## config.mk

```make
export PLATFORM = sky130hd
export DESIGN_NAME = arrayDivider
export DESIGN_NICKNAME = d
export VERILOG_FILES = /design/src/design/divArithPkg.sv /design/src/design/divPipePkg.sv /design/src/design/divStageIf.sv /design/src/design/operandCapture.sv /design/src/design/divRowStage.sv /design/src/design/quotientAssemble.sv /design/src/design/arrayDivider.sv
export SDC_FILE = /design/constraint.sdc
export NUM_CORES = 2
export LEC_CHECK = 0
export BUFFER_PORTS_ARGS = -buffer_cell sky130_fd_sc_hd__buf_2
export CORE_MARGIN = 8
export CORE_UTILIZATION = 45
export CTS_BUF_LIST = sky130_fd_sc_hd__clkbuf_16
export DETAILED_ROUTE_END_ITERATION = 8
export HOLD_SLACK_MARGIN = 0.1
export PLACE_DENSITY = 0.63
export SYNTH_ARGS = -nofsm -noshare
export SYNTH_HDL_FRONTEND = slang
export SYNTH_SLANG_ARGS = --single-unit
```

## constraint.sdc

```tcl
create_clock -name clk -period 22.8 [get_ports clk]
set_clock_uncertainty 0.05 [all_clocks]
set_input_delay 1.14 -clock clk [delete_from_list [all_inputs] [get_ports clk]]
set_output_delay 1.14 -clock clk [all_outputs]
set_load 0.005 [all_outputs]
```

## src/design/divArithPkg.sv

```systemverilog
package divArithPkg;

    ////////////////////////////////////////////////////////////////////////////
    // operand widths
    ////////////////////////////////////////////////////////////////////////////

    // dividend is a mantissa pair product width
    // 24 bit mantissa shifted up by 23 places
    localparam int DividendWidth = 47;

    // divisor width, the quotient has the same width
    localparam int DivisorWidth = 24;

    // partial remainder holds one extra bit above the divisor
    localparam int RemainderWidth = DivisorWidth + 1;

    ////////////////////////////////////////////////////////////////////////////
    // value types
    ////////////////////////////////////////////////////////////////////////////

    // full dividend as presented at the top level
    typedef logic [DividendWidth-1:0] dividendT;

    // divisor mantissa
    typedef logic [DivisorWidth-1:0] divisorT;

    // one quotient bit per restoring row
    typedef logic [DivisorWidth-1:0] quotientT;

    // shifted remainder before and after each row
    // top bit only matters inside a row
    typedef logic [RemainderWidth-1:0] remainderT;

endpackage

```

## src/design/divPipePkg.sv

```systemverilog
package divPipePkg;

    ////////////////////////////////////////////////////////////////////////////
    // pipeline organisation
    ////////////////////////////////////////////////////////////////////////////

    // restoring rows evaluated between two registers
    // must divide the quotient width evenly
    localparam int RowsPerStage = 6;

    // number of registered row groups
    localparam int StageCount = divArithPkg::DivisorWidth / RowsPerStage;

    // cycles from the edge that samples inValid to outValid high
    // one for operand capture, one per row stage, one for the output
    localparam int Latency = StageCount + 2;

endpackage

```

## src/design/divStageIf.sv

```systemverilog
`timescale 1ns/1ps

// state of one division as it moves down the pipeline
interface divStageIf;

    // marks a live division in this slot
    logic valid;

    // partial remainder after the last row evaluated
    divArithPkg::remainderT remainder;

    // dividend travels along so later rows can pick their bit
    divArithPkg::dividendT dividend;

    // divisor is reused by every row
    divArithPkg::divisorT divisor;

    // quotient bits so far, newest bit at the low end
    divArithPkg::quotientT quotient;

    // zero over zero, detected once at capture
    logic zeroCase;

    // driving stage
    modport producer (
        output valid,
        output remainder,
        output dividend,
        output divisor,
        output quotient,
        output zeroCase
    );

    // reading stage
    modport consumer (
        input valid,
        input remainder,
        input dividend,
        input divisor,
        input quotient,
        input zeroCase
    );

endinterface

```

## src/design/operandCapture.sv

```systemverilog
`timescale 1ns/1ps

module operandCapture (
    input  logic                 clk,
    input  logic                 reset,
    input  logic                 inValid,
    input  divArithPkg::dividendT dividend,
    input  divArithPkg::divisorT  divisor,
    divStageIf.producer          stageOut
);

    localparam int DivW = divArithPkg::DivisorWidth;
    localparam int DvdW = divArithPkg::DividendWidth;

    ////////////////////////////////////////////////////////////////////////////
    // first row
    ////////////////////////////////////////////////////////////////////////////

    // top 24 dividend bits against the divisor
    // no bit above them, so the row is only DivW wide
    logic [DivW-1:0] topBits;
    logic [DivW:0]   firstSum;
    logic            firstCarry;
    logic [DivW-1:0] firstRem;

    assign topBits = dividend[DvdW-1 -: DivW];

    // two's complement subtract, carry out set when topBits >= divisor
    assign firstSum = {1'b0, topBits} + {1'b0, ~divisor} + (DivW + 1)'(1);
    assign firstCarry = firstSum[DivW];

    // keep the difference only when the subtract did not borrow
    assign firstRem = firstCarry ? firstSum[DivW-1:0] : topBits;

    ////////////////////////////////////////////////////////////////////////////
    // capture register
    ////////////////////////////////////////////////////////////////////////////

    always_ff @(posedge clk) begin
        if (reset) begin
            stageOut.valid <= 1'b0;
        end else begin
            stageOut.valid <= inValid;
        end
    end

    // payload, no reset
    always_ff @(posedge clk) begin
        stageOut.remainder <= {1'b0, firstRem};
        stageOut.dividend  <= dividend;
        stageOut.divisor   <= divisor;
        // first quotient bit lands at the bottom and moves up row by row
        stageOut.quotient  <= {{(DivW-1){1'b0}}, firstCarry};
        // zero over zero gives zero and not all ones
        stageOut.zeroCase  <= (dividend == '0) && (divisor == '0);
    end

endmodule

```

## src/design/divRowStage.sv

```systemverilog
`timescale 1ns/1ps

module divRowStage #(
    parameter int RowsPerStage = 6,
    parameter int StageIndex   = 0
) (
    input  logic        clk,
    input  logic        reset,
    divStageIf.consumer stageIn,
    divStageIf.producer stageOut
);

    localparam int DivW = divArithPkg::DivisorWidth;
    localparam int DvdW = divArithPkg::DividendWidth;

    // global number of the first row here
    // row 0 lives in operand capture
    localparam int FirstRow = 1 + StageIndex * RowsPerStage;

    ////////////////////////////////////////////////////////////////////////////
    // row chain
    ////////////////////////////////////////////////////////////////////////////

    // entry j feeds row j, last entry goes to the register
    divArithPkg::remainderT remChain [RowsPerStage+1];
    divArithPkg::quotientT  quoChain [RowsPerStage+1];

    assign remChain[0] = stageIn.remainder;
    assign quoChain[0] = stageIn.quotient;

    for (genvar j = 0; j < RowsPerStage; j++) begin : rowGen

        localparam int RowNum = FirstRow + j;

        if (RowNum < DivW) begin : activeRow
            logic [DivW:0]   shifted;
            logic [DivW+1:0] rowSum;
            logic            rowCarry;

            // bring down the next dividend bit
            // row n consumes bit 23 - n of the dividend
            assign shifted = {remChain[j][DivW-1:0], stageIn.dividend[DvdW - DivW - RowNum]};

            // subtract the zero extended divisor
            assign rowSum = {1'b0, shifted} + {1'b0, ~{1'b0, stageIn.divisor}}
                          + (DivW + 2)'(1);
            assign rowCarry = rowSum[DivW+1];

            // restore on borrow
            assign remChain[j+1] = rowCarry ? rowSum[DivW:0] : shifted;

            // carry out is the quotient bit
            assign quoChain[j+1] = {quoChain[j][DivW-2:0], rowCarry};
        end else begin : idleRow
            // past the last dividend bit
            // only happens in the final stage
            assign remChain[j+1] = remChain[j];
            assign quoChain[j+1] = quoChain[j];
        end

    end

    ////////////////////////////////////////////////////////////////////////////
    // stage register
    ////////////////////////////////////////////////////////////////////////////

    always_ff @(posedge clk) begin
        if (reset) begin
            stageOut.valid <= 1'b0;
        end else begin
            stageOut.valid <= stageIn.valid;
        end
    end

    // data follows the valid flag with no reset
    always_ff @(posedge clk) begin
        stageOut.remainder <= remChain[RowsPerStage];
        stageOut.quotient  <= quoChain[RowsPerStage];
        stageOut.dividend  <= stageIn.dividend;
        stageOut.divisor   <= stageIn.divisor;
        stageOut.zeroCase  <= stageIn.zeroCase;
    end

    ////////////////////////////////////////////////////////////////////////////
    // checks
    ////////////////////////////////////////////////////////////////////////////

    // exactly one cycle through the stage, no slot lost or added
    validDelayCheck: assert property (
        @(posedge clk) disable iff (reset)
        !$past(reset) |-> (stageOut.valid == $past(stageIn.valid))
    ) else $error("divRowStage %0d valid out of step with its input", StageIndex);

endmodule

```

## src/design/quotientAssemble.sv

```systemverilog
`timescale 1ns/1ps

module quotientAssemble (
    input  logic                  clk,
    input  logic                  reset,
    divStageIf.consumer           stageIn,
    output logic                  outValid,
    output divArithPkg::quotientT quotient
);

    ////////////////////////////////////////////////////////////////////////////
    // output register
    ////////////////////////////////////////////////////////////////////////////

    // one pulse per division, no hold
    always_ff @(posedge clk) begin
        if (reset) begin
            outValid <= 1'b0;
        end else begin
            outValid <= stageIn.valid;
        end
    end

    // zero over zero
    // rows alone would give all ones here
    always_ff @(posedge clk) begin
        if (stageIn.zeroCase) begin
            quotient <= '0;
        end else begin
            quotient <= stageIn.quotient;
        end
    end

    ////////////////////////////////////////////////////////////////////////////
    // checks
    ////////////////////////////////////////////////////////////////////////////

    // first cycle out of reset, the whole pipe behind us must still be empty
    outIdleAfterReset: assert property (
        @(posedge clk)
        $fell(reset) |=> (outValid == 1'b0)
    ) else $error("outValid high in the cycle after reset");

    // outValid must be known once the pipe is out of reset
    outValidKnown: assert property (
        @(posedge clk) disable iff (reset)
        !$isunknown(outValid)
    ) else $error("outValid is unknown");

endmodule

```

## src/design/arrayDivider.sv

```systemverilog
`timescale 1ns/1ps

module arrayDivider #(
    parameter int RowsPerStage = divPipePkg::RowsPerStage
) (
    input  logic                  clk,
    input  logic                  reset,
    input  logic                  inValid,
    input  divArithPkg::dividendT dividend,
    input  divArithPkg::divisorT  divisor,
    output logic                  outValid,
    output divArithPkg::quotientT quotient
);

    // row groups for the chosen stage depth
    localparam int StageCount = divArithPkg::DivisorWidth / RowsPerStage;

    ////////////////////////////////////////////////////////////////////////////
    // stage links
    ////////////////////////////////////////////////////////////////////////////

    // link 0 leaves capture, link StageCount enters the output
    divStageIf stageLink [StageCount+1] ();

    ////////////////////////////////////////////////////////////////////////////
    // pipeline
    ////////////////////////////////////////////////////////////////////////////

    // operands in, row 0 done
    operandCapture capture (
        .clk      (clk),
        .reset    (reset),
        .inValid  (inValid),
        .dividend (dividend),
        .divisor  (divisor),
        .stageOut (stageLink[0])
    );

    // remaining rows, RowsPerStage per register
    for (genvar s = 0; s < StageCount; s++) begin : stageGen
        divRowStage #(
            .RowsPerStage (RowsPerStage),
            .StageIndex   (s)
        ) rowStage (
            .clk      (clk),
            .reset    (reset),
            .stageIn  (stageLink[s]),
            .stageOut (stageLink[s+1])
        );
    end

    // zero case and result register
    quotientAssemble assemble (
        .clk      (clk),
        .reset    (reset),
        .stageIn  (stageLink[StageCount]),
        .outValid (outValid),
        .quotient (quotient)
    );

endmodule

```

==> flow_metrics.env <==
export IMPL_initial_core_util_pct=45.1
export IMPL_syn_inst=4710
export IMPL_clk_latency_ns=0.61
export IMPL_end_kind="register"
export IMPL_min_period_over_period_pct=92.8
export IMPL_initialDrtViolationCount=1995
export IMPL_netlist_area_um2=38900
export IMPL_nFillCells=8539
export IMPL_synth_nets=5382
export IMPL_holdPathStages=0
export IMPL_synthDistinctLibCells=86
export IMPL_die_area_um2=96100
export IMPL_synth_edff_count=0
export IMPL_cts_made_buffers=43
export IMPL_r2r_start="capture.stageOut.divisor[1]"
export IMPL_cp_data_arrival_time_ns=21.58
export IMPL_cts_tree="yes"
export IMPL_htree_num_levels=2
export IMPL_cts_clk_slew_worst_paths_ns=0.06
export IMPL_min_to="stageGen[2].rowStage.stageOut.quotient[13]"
export IMPL_hold_viol_final=0
export IMPL_synth_mux_area_share_pct=12.1
export IMPL_reg2reg_slack_ns=1.65
export IMPL_final_cell_area_um2=42200
export IMPL_drc_errors=0
export IMPL_cp_slowest_stage_delay_ns=0.64
export IMPL_clkSinkCount=347
export IMPL_grtUsageTotal_pct=21.6
export IMPL_grt_pass1_vias=32446
export IMPL_worstPathMaxFanout=30
export IMPL_syn2layout_area_growth_pct=8.42
export IMPL_ys_async_sr_fraction_pct=0
export IMPL_worst_slew_pin_slew_ns=0.969
export IMPL_overflow=0
export IMPL_cts_resized=0
export IMPL_synth_top_cell_area_share_pct=18.5
export IMPL_path_delay_family="compound AO/OA/AOI/OAI gates"
export IMPL_port_buffers=98
export IMPL_yosysTopAreaCell="ha_1"
export IMPL_setup_viol=0
export IMPL_die_w_um=310
export IMPL_rows=108
export IMPL_dieHeight_um=310
export IMPL_place_ws_ns=1.58
export IMPL_ys_ff_latch=347
export IMPL_reg2reg_to="stageGen[0].rowStage.stageOut.remainder[3]"
export IMPL_wirelength_mm=108
export IMPL_layout_common_cells="ha_1, a21oi_1, nor2_1"
export IMPL_detail_route_antenna_nets=0
export IMPL_drive_gt1_share_pct=12.6
export IMPL_root_buffer="clkbuf_16"
export IMPL_routabilityCongestion=0.939
export IMPL_synth_xor_xnor_area_share_pct=9.08
export IMPL_cp_common_cell="o21ai_0"
export IMPL_final_core_util_pct=48.9
export IMPL_dp_hpwl_mm=87.8
export IMPL_cts_setup_buffers=0
export IMPL_grt_max_degree=37
export IMPL_crit_required_ns=23.23
export IMPL_cpMaxStageDelayCell="a2111oi_0"
export IMPL_num_io_pins=99
export IMPL_num_nets_final=5477
export IMPL_synthTopCellsByArea="ha_1, dfxtp_1, mux2_2"
export IMPL_drv_slew=0
export IMPL_final_common_cell="ha_1"
export IMPL_dr_pass1_iters=5
export IMPL_viasPerCell=5.71
export IMPL_dpl_cell_area_um2=40700
export IMPL_post_drt_wl_per_cell_um=18.0
export IMPL_core_um2=86200
export IMPL_finalSetupTns_ns=0
export IMPL_max_cap_violations=0
export IMPL_seq_area_frac_synth_pct=17.9
export IMPL_antenna_found_initial=4
export IMPL_ys_flop_type="dfxtp_1"
export IMPL_syn_avg_cell_area_um2=8.26
export IMPL_rr_worst_depth=75
export IMPL_critPathLaunch="capture.stageOut.divisor[1]"
export IMPL_synth_simple_area_share_pct=14.8
export IMPL_critical_path_class="reg -> reg"
export IMPL_yosysWarnings=0
export IMPL_status="finished clean"
export IMPL_fmax_mhz=47.3
export IMPL_path_buf_inv=8
export IMPL_layout_min_cycle_time_ns=21.15
export IMPL_synth_top_family_by_area="compound AO/OA/AOI/OAI gates"
export IMPL_rsz0062_at_grt="no"
export IMPL_critPathLaunchType="register"
export IMPL_setup_ws_ns=1.65
export IMPL_synthAdderAreaFrac_pct=19.7
export IMPL_grt_pass1_wl_mm=170
export IMPL_synth_compound_area_share_pct=22.9
export IMPL_slew_headroom_pct=34.0
export IMPL_vias=34216
export IMPL_hold_class="reg -> reg"
export IMPL_cts_hold_buf=0
export IMPL_antenna_cells=0
export IMPL_min_delay_start="stageGen[1].rowStage.stageOut.quotient[7]"
export IMPL_clockBufferDepth=3
## Yosys cell counts, types with 14 or more instances
cell,count
fa_1,23
ha_1,575
o2111ai_1,15
xor2_1,120
a211o_1,15
dfxtp_1,347
xnor2_1,283
or2_2,23
nand2b_1,72
nand3_1,81
mux2_2,340
and2_1,29
a211oi_1,54
nor3_1,93
nor4_1,27
a21oi_1,419
and3_1,44
nand4_1,18
o21bai_1,56
buf_1,15
o31ai_1,30
a31o_2,17
o31a_1,21
clkbuf_1,38
mux2_1,14
nand2_1,288
or3_1,26
nor2_1,375
inv_1,296
o21a_1,113
a31oi_1,38
a21o_1,155
o21ai_0,246
o211ai_1,37
a21boi_0,23
nor2b_1,96
mux2i_1,52
## worst max-delay path by stage
stage          cells after the start                                          to  slack (ns)
5_1_grt                           76  stageGen[0].rowStage.stageOut.remainder[3]       0.006
6_report                          75  stageGen[0].rowStage.stageOut.remainder[3]        1.65
3_3_place_gp                      75  stageGen[0].rowStage.stageOut.remainder[3]        1.74
4_1_cts                           75  stageGen[0].rowStage.stageOut.remainder[3]        1.43
2_1_floorplan                     84  stageGen[0].rowStage.stageOut.remainder[5]        5.12
3_5_place_dp                      75  stageGen[0].rowStage.stageOut.remainder[3]        1.58
## kinds of logic after synthesis
family	Yosys count
muxes	418
adders and majority gates	598
and+or+nand+nor	1205
DFF	347
buffers and inverters	371
xor gates and xnor gates	403
AOI/OAI and AO/OA	1368
## final cells by class
type / count / area (um^2) / area share (%)
sequential: 347 / 6950 / 16.5
multi-input combinational: 3992 / 30500 / 72.4
clock buffer: 43 / 1080 / 2.55
timing repair buffer: 118 / 641 / 1.52
inverter: 303 / 1140 / 2.70
clock inverter: 37 / 372 / 0.881
tap: 1155 / 1450 / 3.43
## stage by stage
step,hold slack (ns),cells
floorplan,0.260,4710
global placement,0.260,5915
detailed placement,0.262,5915
CTS,0.271,5995
global route,0.278,5995
finish,0.270,5995
## metal layers
metal,routed length [um],global-route usage [%]
met3,5110,2.73
met4,2980,6.22
met2,49300,36.6
met1,50400,28.7
met5,24,0
## state kept, by name, indices dropped and copies added, names as in the netlist
register and count:
stageGen.rowStage.stageOut.quotient 63, capture.stageOut.divisor 24, stageGen.rowStage.stageOut.divisor 72, stageGen.rowStage.stageOut.remainder 72
capture.stageOut.quotient 1, capture.stageOut.remainder 24, stageGen.rowStage.stageOut.zeroCase 4, assemble.quotient 24
capture.stageOut.dividend 23, stageGen.rowStage.stageOut.dividend 33, capture.stageOut.zeroCase 1, capture.stageOut.valid 1
assemble.outValid 1, stageGen.rowStage.stageOut.valid 4
Power is left out: the tool's default activity adds up to more than one toggle a clock period on the data nets, which glitch-free logic cannot reach.
